===== config.mk =====
export PLATFORM = sky130hd
export DESIGN_NAME = i2cTarget
export DESIGN_NICKNAME = d
export VERILOG_FILES = /design/src/source/i2cPkg.sv /design/src/source/i2cByteShifter.sv /design/src/source/i2cLineSync.sv /design/src/source/i2cTarget.sv /design/src/source/i2cTargetFsm.sv /design/src/source/regBank.sv
export SDC_FILE = /design/constraint.sdc
export NUM_CORES = 1
export LEC_CHECK = 0
export ABC_AREA = 0
export ABC_CLOCK_PERIOD_IN_PS = 3500
export BUFFER_PORTS_ARGS = -buffer_cell sky130_fd_sc_hd__buf_4
export CORE_MARGIN = 2
export CORE_UTILIZATION = 44
export CTS_BUF_LIST = sky130_fd_sc_hd__clkbuf_16
export CTS_CLUSTER_DIAMETER = 200
export DETAILED_ROUTE_END_ITERATION = 8
export HOLD_SLACK_MARGIN = 0.08
export PLACE_DENSITY = 0.6
export SLEW_MARGIN = 25
export SYNTH_ARGS = -nofsm -noshare
export SYNTH_HDL_FRONTEND = slang
export SYNTH_SLANG_ARGS = --single-unit

===== constraint.sdc =====
create_clock -name CLK -period 3.5 [get_ports CLK]
set_input_delay 0.7 -clock CLK [delete_from_list [all_inputs] [get_ports CLK]]
set_output_delay 0.7 -clock CLK [all_outputs]
set_load 0.02 [all_outputs]

===== src/source/i2cPkg.sv =====
// I2C register target shared definitions
// Word, address and ID types, the bus event and shifter command
// bundles, the register request and the FSM state encoding

package i2cPkg;

	// Register word and address as seen on the bus
	typedef logic [15:0] regDataT;                // One 16-bit register
	typedef logic [15:0] regAddrT;                // Address, high byte first on the bus
	typedef logic [6:0]  devIdT;                  // 7-bit target ID

	// Bank layout
	localparam int regCount = 16;                 // Registers in the bank
	localparam int regIdxW = $clog2(regCount);    // Index bits for the bank
	localparam int idRegAddr = 4;                 // Register holding the device ID
	localparam devIdT defaultDevId = 7'h28;       // ID after reset

	// Line synchronizer depth
	localparam int syncStages = 2;

	// Events from the line synchronizer, all one-cycle pulses except sda
	typedef struct packed {
		logic sclRise;                            // SCL went high
		logic sclFall;                            // SCL went low
		logic start;                              // SDA fell with SCL high
		logic stop;                               // SDA rose with SCL high
		logic sda;                                // Synchronized SDA level
	} busEventsT;

	// Request to the register bank
	typedef struct packed {
		logic    valid;                           // Request active
		logic    write;                           // 1 write, 0 read
		regAddrT addr;                            // Register address
		regDataT wdata;                           // Write word
	} regReqT;

	// Command from the FSM to the byte shifter
	typedef struct packed {
		logic       clear;                        // Restart bit count
		logic       load;                         // Capture txByte, present its MSB
		logic       txEnable;                     // Shift out on SCL fall
		logic [7:0] txByte;                       // Byte to send
	} shiftCmdT;

	// Transaction states
	typedef enum logic [3:0] {
		idle,                                     // Waiting for START
		devAddr,                                  // Receiving ID and R/W bit
		devAck,                                   // ACK slot after ID
		addrByte,                                 // Receiving register address byte
		addrAck,                                  // ACK slot after address byte
		writeByte,                                // Receiving data byte
		writeAck,                                 // ACK slot after data byte
		readByte,                                 // Sending data byte
		readAck,                                  // Master ACK slot
		waitStop                                  // Released, waiting for STOP
	} targetStateT;

endpackage


===== src/source/i2cByteShifter.sv =====
// I2C byte shifter
// Receives a byte MSB first on SCL rises, or sends one MSB first
// on SCL falls; flags the eighth bit of every byte

`timescale 1ns/100ps

module i2cByteShifter (
	input  logic              CLK,
	input  logic              rstN,
	input  i2cPkg::busEventsT events,
	input  i2cPkg::shiftCmdT  cmd,
	output logic [7:0]        rxByte,
	output logic              byteDone,
	output logic              txBit
);
	import i2cPkg::*;

	logic [7:0] shiftReg;                        // Received bits, or bits still to send
	logic [2:0] bitCount;                        // SCL rises seen in this byte

	// Bit counter runs on SCL rises in both directions
	always_ff @(posedge CLK) begin
		if (!rstN) begin
			bitCount <= '0;
		end else if (cmd.clear || cmd.load) begin
			bitCount <= '0;                      // New byte starts
		end else if (events.sclRise) begin
			bitCount <= bitCount + 3'd1;         // Wraps after the eighth bit
		end
	end

	// Shift register
	always_ff @(posedge CLK) begin
		if (cmd.load) begin
			shiftReg <= {cmd.txByte[6:0], 1'b1}; // MSB goes out through txBit now
		end else if (cmd.txEnable && events.sclFall) begin
			shiftReg <= {shiftReg[6:0], 1'b1};   // Next bit to MSB, fill with released level
		end else if (!cmd.txEnable && events.sclRise) begin
			shiftReg <= {shiftReg[6:0], events.sda};  // Sample on SCL high
		end
	end

	// Eighth rise of the byte
	assign byteDone = events.sclRise && (bitCount == 3'd7);

	// Complete byte on the byteDone cycle, last bit taken straight from the line
	assign rxByte = {shiftReg[6:0], events.sda};

	// Bit for the FSM to drive at this SCL fall
	assign txBit = cmd.load ? cmd.txByte[7] : shiftReg[7];

endmodule


===== src/source/i2cLineSync.sv =====
// I2C line synchronizer
// Brings SCL and SDA into the clock domain, then reports SCL edges
// and START and STOP conditions as one-cycle pulses

`timescale 1ns/100ps

module i2cLineSync (
	input  logic              CLK,
	input  logic              rstN,
	input  logic              scl,
	input  logic              sdaIn,
	output i2cPkg::busEventsT events
);
	import i2cPkg::*;

	logic [syncStages-1:0] sclSync;              // SCL synchronizer chain
	logic [syncStages-1:0] sdaSync;              // SDA synchronizer chain
	logic                  sclPrev;              // Last synchronized SCL
	logic                  sdaPrev;              // Last synchronized SDA
	logic                  sclNow;
	logic                  sdaNow;

	assign sclNow = sclSync[syncStages-1];       // Output of the last stage
	assign sdaNow = sdaSync[syncStages-1];

	always_ff @(posedge CLK) begin
		if (!rstN) begin
			sclSync <= '1;                       // Idle bus reads high
			sdaSync <= '1;
			sclPrev <= 1'b1;
			sdaPrev <= 1'b1;
			events  <= '{sclRise: 1'b0, sclFall: 1'b0, start: 1'b0, stop: 1'b0, sda: 1'b1};
		end else begin
			sclSync <= {sclSync[syncStages-2:0], scl};
			sdaSync <= {sdaSync[syncStages-2:0], sdaIn};
			sclPrev <= sclNow;
			sdaPrev <= sdaNow;

			// Edge detect stage, third cycle of latency
			events.sclRise <= sclNow & ~sclPrev;
			events.sclFall <= ~sclNow & sclPrev;
			events.start   <= sclNow & sclPrev & sdaPrev & ~sdaNow;  // SDA falls, SCL high
			events.stop    <= sclNow & sclPrev & ~sdaPrev & sdaNow;  // SDA rises, SCL high
			events.sda     <= sdaNow;            // Level aligned with the pulses
		end
	end

endmodule


===== src/source/i2cTarget.sv =====
// I2C register target top level
// Line synchronizer, byte shifter, protocol FSM and register bank;
// sdaOut 0 pulls the line low, 1 releases it

`timescale 1ns/100ps

module i2cTarget (
	input  logic CLK,
	input  logic rstN,
	input  logic scl,
	input  logic sdaIn,
	output logic sdaOut
);
	import i2cPkg::*;

	busEventsT  events;                          // Synchronized bus events
	shiftCmdT   cmd;                             // FSM to shifter
	regReqT     regReq;                          // FSM to bank
	regDataT    rdData;
	devIdT      devId;
	logic [7:0] rxByte;
	logic       byteDone;
	logic       txBit;

	i2cLineSync lineSync (
		.CLK    (CLK),
		.rstN   (rstN),
		.scl    (scl),
		.sdaIn  (sdaIn),
		.events (events)
	);

	i2cByteShifter byteShifter (
		.CLK      (CLK),
		.rstN     (rstN),
		.events   (events),
		.cmd      (cmd),
		.rxByte   (rxByte),
		.byteDone (byteDone),
		.txBit    (txBit)
	);

	i2cTargetFsm targetFsm (
		.CLK      (CLK),
		.rstN     (rstN),
		.events   (events),
		.rxByte   (rxByte),
		.byteDone (byteDone),
		.txBit    (txBit),
		.devId    (devId),
		.rdData   (rdData),
		.cmd      (cmd),
		.regReq   (regReq),
		.sdaOut   (sdaOut)
	);

	regBank bank (
		.CLK    (CLK),
		.rstN   (rstN),
		.regReq (regReq),
		.rdData (rdData),
		.devId  (devId)
	);

endmodule


===== src/source/i2cTargetFsm.sv =====
// I2C target protocol FSM
// Matches the device ID, collects two register address bytes, then
// receives or sends one 16-bit word; drives the ACK slots and issues
// read and write requests to the register bank

`timescale 1ns/100ps

module i2cTargetFsm (
	input  logic              CLK,
	input  logic              rstN,
	input  i2cPkg::busEventsT events,
	input  logic [7:0]        rxByte,
	input  logic              byteDone,
	input  logic              txBit,
	input  i2cPkg::devIdT     devId,
	input  i2cPkg::regDataT   rdData,
	output i2cPkg::shiftCmdT  cmd,
	output i2cPkg::regReqT    regReq,
	output logic              sdaOut
);
	import i2cPkg::*;

	targetStateT state;
	targetStateT ackExit;                        // State after the current ACK slot
	logic        isRead;                         // R/W bit of the address byte
	logic        addrLow;                        // Second address byte in progress
	logic        dataLow;                        // Second data byte in progress
	logic        slotOn;                         // ACK slot clock pulse under way
	logic        mAck;                           // Master ACKed the sent byte
	logic        wrPulse;                        // One-cycle write request
	logic        rdReq;
	logic        ackState;
	regAddrT     regAddr;                        // Collected register address
	regDataT     wdata;                          // Collected write word
	logic [7:0]  rdLow;                          // Low read byte kept for the second send

	assign ackState = (state == devAck) || (state == addrAck) ||
		(state == writeAck) || (state == readAck);

	// Where each ACK slot leads
	always_comb begin
		case (state)
			devAck:   ackExit = addrByte;
			addrAck:  ackExit = !addrLow ? addrByte : (isRead ? readByte : writeByte);
			writeAck: ackExit = dataLow ? waitStop : writeByte;
			readAck:  ackExit = (!dataLow && mAck) ? readByte : waitStop;  // NACK ends it
			default:  ackExit = waitStop;
		endcase
	end

	// Shifter control
	always_comb begin
		cmd.clear    = events.start || (events.sclFall && slotOn);  // Byte boundary
		cmd.load     = events.sclFall && slotOn && (ackExit == readByte);
		cmd.txEnable = (state == readByte) || (state == readAck);
		cmd.txByte   = (state == readAck) ? rdLow : rdData[15:8];   // High byte first
	end

	// Read held through the address ACK slot, write is the single pulse
	assign rdReq = (state == addrAck) && addrLow && isRead;
	assign regReq = '{valid: rdReq || wrPulse, write: wrPulse, addr: regAddr, wdata: wdata};

	always_ff @(posedge CLK) begin
		if (!rstN) begin
			state   <= idle;
			sdaOut  <= 1'b1;                     // Line released
			isRead  <= 1'b0;
			addrLow <= 1'b0;
			dataLow <= 1'b0;
			slotOn  <= 1'b0;
			mAck    <= 1'b0;
			wrPulse <= 1'b0;
		end else begin
			wrPulse <= 1'b0;
			if (events.start) begin              // Restart from any state
				state   <= devAddr;
				sdaOut  <= 1'b1;
				addrLow <= 1'b0;
				dataLow <= 1'b0;
				slotOn  <= 1'b0;
			end else if (events.stop) begin
				state  <= idle;
				sdaOut <= 1'b1;
				slotOn <= 1'b0;
			end else if (ackState) begin
				if (state == readAck && events.sclRise && slotOn) begin
					mAck <= ~events.sda;         // Low means ACK
				end
				if (events.sclFall && !slotOn) begin
					slotOn <= 1'b1;
					sdaOut <= (state == readAck);  // Pull low, or release for the master
				end else if (events.sclFall) begin
					slotOn <= 1'b0;
					sdaOut <= cmd.load ? txBit : 1'b1;  // First data bit or release
					state  <= ackExit;
					if (state == addrAck) begin
						addrLow <= 1'b1;
					end
					if (state == writeAck || state == readAck) begin
						dataLow <= 1'b1;
					end
				end
			end else begin
				case (state)
					devAddr: begin
						if (byteDone) begin
							if (rxByte[7:1] == devId) begin
								isRead <= rxByte[0];
								state  <= devAck;
							end else begin
								state <= waitStop;  // Not ours, stay off the line
							end
						end
					end
					addrByte: begin
						if (byteDone) begin
							state <= addrAck;
						end
					end
					writeByte: begin
						if (byteDone) begin
							wrPulse <= dataLow;  // Word complete after low byte
							state   <= writeAck;
						end
					end
					readByte: begin
						if (events.sclFall) begin
							sdaOut <= txBit;
						end
						if (byteDone) begin
							state <= readAck;
						end
					end
					default: ;                   // idle and waitStop hold
				endcase
			end
		end
	end

	// Address, write word and read low byte
	always_ff @(posedge CLK) begin
		if (byteDone && state == addrByte) begin
			if (addrLow) begin
				regAddr[7:0] <= rxByte;
			end else begin
				regAddr[15:8] <= rxByte;
			end
		end
		if (byteDone && state == writeByte) begin
			if (dataLow) begin
				wdata[7:0] <= rxByte;
			end else begin
				wdata[15:8] <= rxByte;
			end
		end
		if (cmd.load && state == addrAck) begin
			rdLow <= rdData[7:0];                // Bank read is valid in this slot
		end
	end

endmodule


===== src/source/regBank.sv =====
// Register bank for the I2C target
// Sixteen 16-bit registers with decoded access; register 4 holds
// the device ID that the target answers to

`timescale 1ns/100ps

module regBank (
	input  logic            CLK,
	input  logic            rstN,
	input  i2cPkg::regReqT  regReq,
	output i2cPkg::regDataT rdData,
	output i2cPkg::devIdT   devId
);
	import i2cPkg::*;

	regDataT             regs [regCount];        // Register storage
	logic                hit;                    // Address inside the bank
	logic [regIdxW-1:0]  idx;                    // Decoded register index

	assign hit = regReq.addr < regAddrT'(regCount);
	assign idx = regReq.addr[regIdxW-1:0];

	always_ff @(posedge CLK) begin
		if (!rstN) begin
			for (int i = 0; i < regCount; i++) begin
				if (i == idRegAddr) begin
					regs[i] <= regDataT'(defaultDevId);  // Target answers here after reset
				end else begin
					regs[i] <= '0;
				end
			end
		end else if (regReq.valid && regReq.write && hit) begin
			regs[idx] <= regReq.wdata;           // Out of range writes dropped
		end
	end

	// Reads are combinational and always ready
	assign rdData = hit ? regs[idx] : '0;

	// ID follows the register, so a write moves the target at once
	assign devId = regs[idRegAddr][$bits(devIdT)-1:0];

endmodule


==> impl_metrics.env, run 1 <==
export IMPL_dr_pass1_iters=5
export IMPL_vias=8024
export IMPL_clk_pin_slew_worst_paths_ps=60
export IMPL_drt_met1_wl_um=15300
export IMPL_finalHoldViolCount=0
export IMPL_tightestPinTransition_ps=791
export IMPL_drc=0
export IMPL_area_growth_pct=11.4
export IMPL_crit_buf_inv=1
export IMPL_grt_pass1_vias=7917
export IMPL_hold_depth=2
export IMPL_endpoint_kind="register"
export IMPL_setup_viol=0
export IMPL_post_dp_hpwl_um=22000
export IMPL_grt_pass1_wl_um=52600
export IMPL_routed_wl_met2_um=17100
export IMPL_dr_wl_met3_um=2070
export IMPL_cpPeakStageDelay_ps=730
export IMPL_place_congestion=0.889
export IMPL_crit_type="reg -> reg"
export IMPL_worstSkewPairLatency_ps=530
export IMPL_yosysWarnings=0
export IMPL_cts_max_level=2
export IMPL_finalCritPeriodShare_pct=76.2
export IMPL_r2r_end="targetFsm.rdLow[5]"
export IMPL_synth_edf_count=303
export IMPL_post_synth_top_area_fraction_pct=61.7
export IMPL_critPathLaunch="targetFsm.state[2]"
export IMPL_grt_total_usage_pct=20.5
export IMPL_synth_cells=966
export IMPL_io_buffer_count=4
export IMPL_ir_drop_mv=0.372
export IMPL_nNetsFinal=983
export IMPL_yosysTopAreaCell="edfxtp_1"
export IMPL_min_from="scl"
export IMPL_syn_avg_cell_area_um2=15.3
export IMPL_slowest_stage="dfxtp_1"
export IMPL_hold_path_end="lineSync.sclSync[0]"
export IMPL_min_period_ps=2670
export IMPL_cp_start_kind="register"
export IMPL_max_cap_violations=0
export IMPL_max_slew_margin_pct=47.3
export IMPL_post_cts_setup_buffer_count=0
export IMPL_viasPerCell=5.53
export IMPL_max_clock_freq_mhz=375
export IMPL_drt_iter0_markers=803
export IMPL_dpl_worst_slack_ps=722
export IMPL_rows=67
export IMPL_yosysSeqAreaShare_pct=65.6
export IMPL_layout_setup_ws_ps=834
export IMPL_r2r_start="targetFsm.state[2]"
export IMPL_drive_gt1_share_pct=17.4
export IMPL_hp_class="in -> reg"
export IMPL_grt_overflow=0
export IMPL_finalMaxSlewViolations=0
export IMPL_synth_nets=972
export IMPL_syn_cell_area_um2=14800
export IMPL_async_reset_ff_share_pct=0
export IMPL_r2r_slack_ps=830
export IMPL_clockBufferDepth=3
export IMPL_cts_hold_buffers=0
export IMPL_cp_cell_sequence="nor4b_1 -> and3_1 -> o21bai_1 -> buf_4 -> nor2_1"
export IMPL_cts_resized=0
export IMPL_cp_max_fo=21
export IMPL_outcome="completed"
export IMPL_synth_seq_cells=332
export IMPL_drt_wl_total_um=35200
export IMPL_cts_buffers=37
export IMPL_boundaryPins=5
export IMPL_cp_arrival_ps=2820
export IMPL_power_density_nw_per_um2=505
export IMPL_cts_sinks=332
export IMPL_grt_max_degree=49
export IMPL_cts_tree="yes"
export IMPL_die_area_um2=35000
export IMPL_synth_main_ff_cell="edfxtp_1"
export IMPL_synth_cell_types=58
export IMPL_initial_core_util_pct=44.3
export IMPL_synth_area_top_cells="edfxtp_1 62%, mux4_2 11%, and2_1 11%, dfxtp_1 3.9%, clkbuf_1 1.0%"
export IMPL_rsz0062_at_grt="false"
export IMPL_detail_route_wl_per_cell_um=24.3
export IMPL_antenna_cells=0
export IMPL_tns_ps=0
export IMPL_die_h_um=187
export IMPL_required_ps=3660
export IMPL_clock_skew_ps=29.1
export IMPL_die_x_um=187
export IMPL_total_leakage_power_nw=5.58
export IMPL_reg2regPathDepth=5
export IMPL_antenna_found_initial=0
export IMPL_crit_family="simple AND/OR/NAND/NOR gates"
export IMPL_coreArea_um2=33300
export IMPL_drtAntennaViolNets=0
export IMPL_cts_root_buffer="clkbuf_16"
export IMPL_top_layer="met4"
[registers in the layout, indices dropped and copies added (netlist names), 2 cells and up, named ones only]
name / cells
bank.regs: 256
byteShifter.bitCount: 3
byteShifter.shiftReg: 8
lineSync.events: 5
lineSync.sclSync: 2
lineSync.sdaSync: 2
targetFsm.rdLow: 8
targetFsm.regAddr: 16
targetFsm.state: 4
targetFsm.wdata: 16
[layout by cell type, fill, tap and decap left out, types with 6 or more instances in the layout]
master and instances:
clkinv_1 11, a22oi_1 19, nor3_1 7, o2bb2ai_1 6, dfxtp_1 27, nor2b_1 14, edfxtp_1 303, a21oi_1 8
nand2_1 19, nor2_4 7, o21ai_1 15, xor2_1 6, nand2b_1 8, clkbuf_16 37, inv_1 20, mux4_2 72
nor2_1 32, and2_1 257, mux2i_1 8, nand3_1 6, buf_4 37
[stage by stage]
| step | total power, mW | std cells | instance area, µm² | hold slack [ps] | utilization (%) |
|---|---|---|---|---|---|
| final | 8.31 | 1451 | 16400 | 371 | 49.4 |
| after CTS | 8.37 | 1451 | 16400 | 352 | 49.4 |
| after detailed placement | 4.84 | 1386 | 15300 | 391 | 46.1 |
| after floorplan | 4.73 | 966 | 14800 | 386 | - |
| after global routing | 8.55 | 1451 | 16400 | 354 | 49.4 |
| after global placement | 4.83 | 1386 | 15300 | 391 | 46.1 |
[cell families after synthesis]
| family | share of synthesized area (%) |
|---|---|
| AO/OA/AOI/OAI | 3.66 |
| XOR/XNOR | 0.534 |
| adder cells (fa/ha/maj) | 0.170 |
| buffers and inverters | 2.32 |
| flip-flops | 65.6 |
| multiplexers | 11.9 |
| AND/OR/NAND/NOR | 15.8 |
[synthesized netlist by cell type, drive strengths merged, types with 2 or more instances]
cell type	number
a211oi	5
a21oi	8
a22oi	19
and2	257
and3	4
buf	24
clkbuf	43
dfxtp	29
edfxtp	303
ha	2
inv	9
mux2	5
mux2i	8
mux4	72
nand2	19
nand2b	8
nand3	6
nand3b	3
nand4	3
nor2	39
nor2b	14
nor3	7
nor3b	3
nor4	5
nor4b	4
o211ai	3
o21a	2
o21ai	21
o21bai	2
o2bb2ai	6
o31ai	2
or3	3
or4	2
xnor2	3
xor2	6
[where the power goes]
part / total (mW) / internal, mW / switching [mW]
sequential: 4.52 / 4.47 / 0.0567
combinational: 0.227 / 0.0945 / 0.132
clock: 3.55 / 2.05 / 1.50
[routing by layer]
layer | GRT usage [%] | vias up
met5 | 0 | -
met4 | 5.01 | 0
met3 | 3.10 | 47
met2 | 33.5 | 240
met1 | 29.1 | 4112
li1 | - | 3625
[layout make-up]
class / instances / area, µm²
Fill cell: 2830 / 16800
Sequential cell: 332 / 9690
Multi-Input combinational cell: 558 / 4750
Clock buffer: 37 / 926
Tap cell: 448 / 561
Timing Repair Buffer: 39 / 318
Clock inverter: 28 / 163
Inverter: 9 / 33.8
[how the worst max path moves through the flow]
stage,endpoint,slack (ps),cells past startpoint
3_5_place_dp,bank.regs[4][12],720,5
3_3_place_gp,bank.regs[4][12],770,5
2_1_floorplan,bank.regs[4][0],450,5
6_report,targetFsm.rdLow[5],830,5
5_1_grt,targetFsm.rdLow[7],650,5
4_1_cts,targetFsm.rdLow[5],810,5
[worst reg2reg max path, cell delays in order (launching register included)]
cell and delay [ps]:
dfxtp_1 730, nor4b_1 550, and3_1 230, o21bai_1 70, buf_4 190, nor2_1 520
Note: power is estimated with default switching activity, not from simulation.
==> run 2, diff against run 1 <==
--- a/config.mk
+++ b/config.mk
@@ -6,7 +6,7 @@
 export NUM_CORES = 1
 export LEC_CHECK = 0
 export ABC_AREA = 0
-export ABC_CLOCK_PERIOD_IN_PS = 3500
+export ABC_CLOCK_PERIOD_IN_PS = 2300
 export BUFFER_PORTS_ARGS = -buffer_cell sky130_fd_sc_hd__buf_4
 export CORE_MARGIN = 2
 export CORE_UTILIZATION = 44
@@ -14,7 +14,7 @@
 export CTS_CLUSTER_DIAMETER = 200
 export DETAILED_ROUTE_END_ITERATION = 8
 export HOLD_SLACK_MARGIN = 0.08
-export PLACE_DENSITY = 0.6
+export PLACE_DENSITY = 0.62
 export SLEW_MARGIN = 25
 export SYNTH_ARGS = -nofsm -noshare
 export SYNTH_HDL_FRONTEND = slang
==> constraint.sdc (replaced) <==
create_clock -name CLK -period 2.3 [get_ports CLK]
set_input_delay 0.46 -clock CLK [delete_from_list [all_inputs] [get_ports CLK]]
set_output_delay 0.46 -clock CLK [all_outputs]
set_load 0.02 [all_outputs]
==> run 2 against run 1 <==
Register-to-register slack lost 790 ps. First-iteration DRC count grew 8.5%. Global-route usage grew 0.99 points. Sequential cell count is the same. Utilization grew 2.5 points. Routed wire length grew 3.7%. Highest routed layer is now met5. Cell count grew 4.4%. Non-clock buffer count grew 62. Sequential power grew 53%. Clock power grew 61%. Sequential share of layout area shrank 2.8 points. Setup slack lost 790 ps.
==> impl_metrics.env, run 2 (same netlist as run 1, synthesis figures left out) <==
export IMPL_grt_pass1_vias=8528
export IMPL_cts_buffers=36
export IMPL_cp_start_kind="register"
export IMPL_drt_wl_total_um=36500
export IMPL_clockPowerShare_pct=44.0
export IMPL_viasPerCell=5.50
export IMPL_finalHoldViolCount=0
export IMPL_clock_skew_ps=10.9
export IMPL_power_mw=13.0
export IMPL_pwr_share_comb_pct=3.0
export IMPL_largest_register_ffs=256
export IMPL_die_h_um=187
export IMPL_r2r_slack_ps=40
export IMPL_dp_cells=1438
export IMPL_layout_common_cells="303 x edfxtp_1, 257 x and2_1, 83 x buf_4"
export IMPL_cts_root_buffer="clkbuf_16"
export IMPL_grt_overflow=0
export IMPL_boundaryPins=5
export IMPL_clockBufferDepth=3
export IMPL_min_period_ps=2260
export IMPL_initial_core_util_pct=44.3
export IMPL_dr_pass1_iters=7
export IMPL_hold_depth=2
export IMPL_required_ps=2570
export IMPL_rows=67
export IMPL_largest_register="bank.regs"
export IMPL_drt_iter0_markers=871
export IMPL_internal_power_mw=10.4
export IMPL_outcome="completed"
export IMPL_reg2regPathDepth=7
export IMPL_biggestRegsByFlops="bank.regs: 256 flops, targetFsm.regAddr: 16 flops, targetFsm.wdata: 16 flops"
export IMPL_drive_gt1_share_pct=24.0
export IMPL_finalCritPeriodShare_pct=98.3
export IMPL_stdcell_count=1515
export IMPL_postLayoutCoreUtil_pct=51.8
export IMPL_hp_class="in -> reg"
export IMPL_cts_hold_buffers=0
export IMPL_area_growth_pct=17.0
export IMPL_drtAntennaViolNets=0
export IMPL_grt_max_degree=31
export IMPL_endpoint_kind="register"
export IMPL_pwr_share_seq_pct=53.0
export IMPL_cp_max_fo=15
export IMPL_rsz0062_at_grt="false"
export IMPL_power_density_nw_per_um2=754
export IMPL_grt_total_usage_pct=21.5
export IMPL_cts_sinks=332
export IMPL_io_buffer_count=4
export IMPL_nNetsFinal=1044
export IMPL_worstSkewPairLatency_ps=520
export IMPL_total_leakage_power_nw=6.00
export IMPL_grt_pass1_wl_um=55100
export IMPL_hold_path_end="lineSync.sclSync[0]"
export IMPL_ir_drop_mv=0.618
export IMPL_r2r_end="byteShifter.shiftReg[7]"
export IMPL_tightestPinTransition_ps=844
export IMPL_tns_ps=0
export IMPL_multi_input_area_um2=4820
export IMPL_cts_max_level=2
export IMPL_max_slew_margin_pct=43.7
export IMPL_post_dp_hpwl_um=24400
export IMPL_final_common_cell="edfxtp_1"
export IMPL_regArea_um2=9690
export IMPL_detail_route_wl_per_cell_um=24.1
export IMPL_finalMaxSlewViolations=0
export IMPL_min_from="scl"
export IMPL_crit_type="reg -> reg"
export IMPL_netSwitchingFraction_pct=20.4
export IMPL_max_clock_freq_mhz=442
export IMPL_place_congestion=0.867
export IMPL_max_cap_violations=0
export IMPL_drc=0
export IMPL_p_sw_mw=2.66
export IMPL_antenna_found_initial=3
export IMPL_cp_arrival_ps=2530
export IMPL_die_x_um=187
export IMPL_die_area_um2=35000
export IMPL_nFillCells=2772
export IMPL_clk_pin_slew_worst_paths_ps=60
export IMPL_coreArea_um2=33300
export IMPL_vias=8326
export IMPL_cts_tree="yes"
export IMPL_setup_viol=0
export IMPL_holdWs_ps=116
-- run 2: cell count changes in the layout (fill, tap and decap cells not counted), moves of 2 or more --
cell | before | now
buf_4 | 37 | 83
buf_12 | 2 | 18
o21ai_1 | 15 | 6
o21ai_2 | 1 | 7
clkinv_1 | 11 | 6
o21ai_4 | 0 | 3
a22oi_1 | 19 | 17
a22oi_2 | 0 | 2
bufinv_16 | 2 | 4
clkinv_4 | 0 | 2
inv_6 | 0 | 2
-- run 2: how the worst max path moves through the flow --
stage | from | endpoint | cells past startpoint
after global routing | targetFsm.regAddr[14] | bank.regs[8][8] | 6
after CTS | targetFsm.regAddr[13] | bank.regs[1][2] | 5
after floorplan | targetFsm.regAddr[13] | bank.regs[2][0] | 4
final | register | byteShifter.shiftReg[7] | 7
after detailed placement | register | byteShifter.shiftReg[7] | 7
after global placement | register | byteShifter.shiftReg[7] | 7
-- run 2: metal layers --
metal,track usage [%],wire (µm)
met4,7.11,1110
met3,3.23,2210
met2,34.7,17700
met1,30.0,15400
met5,1.10,50
-- run 2: worst max-delay path: stages, from the launching register on --
cell and delay, ps:
dfxtp_4 370, buf_12 170, buf_12 160, mux4_2 540
a22oi_2 230, nand2_1 100, a22oi_1 300, o2bb2ai_1 130
-- run 2: per-stage QoR --
stage / cell area [µm²] / setup WS [ps]
global route: 17300 / 1.63
floorplan: 14800 / -284
finish: 17300 / 39.3
global placement: 16000 / 48.1
detailed placement: 16000 / 30.0
CTS: 17100 / 9.50
-- run 2: final cells by class --
type / instances / area share [%]
timing repair buffer: 101 / 5.70
sequential: 332 / 56.1
multi-input combinational: 558 / 27.9
tap: 448 / 3.25
clock buffer: 37 / 5.37
antenna: 1 / 0.0145
inverter: 9 / 0.196
clock inverter: 29 / 1.39
-- run 2: power by group through the flow --
| stage | sequential, mW | combinational [mW] | clock (mW) |
|---|---|---|---|
| after global placement | 7.02 | 0.386 | 0 |
| after CTS | 6.90 | 0.391 | 5.79 |
| final | 6.90 | 0.388 | 5.72 |
| after global routing | 6.92 | 0.412 | 6.05 |
| after detailed placement | 7.03 | 0.390 | 0 |
| after floorplan | 6.97 | 0.225 | 0 |
-- run 2: what timing repair did --
| action | in CTS | in global routing |
|---|---|---|
| endpoints found under the setup margin | 0 | 89 |
| resized for setup | 0 | 4 |
| setup buffers | 0 | 10 |
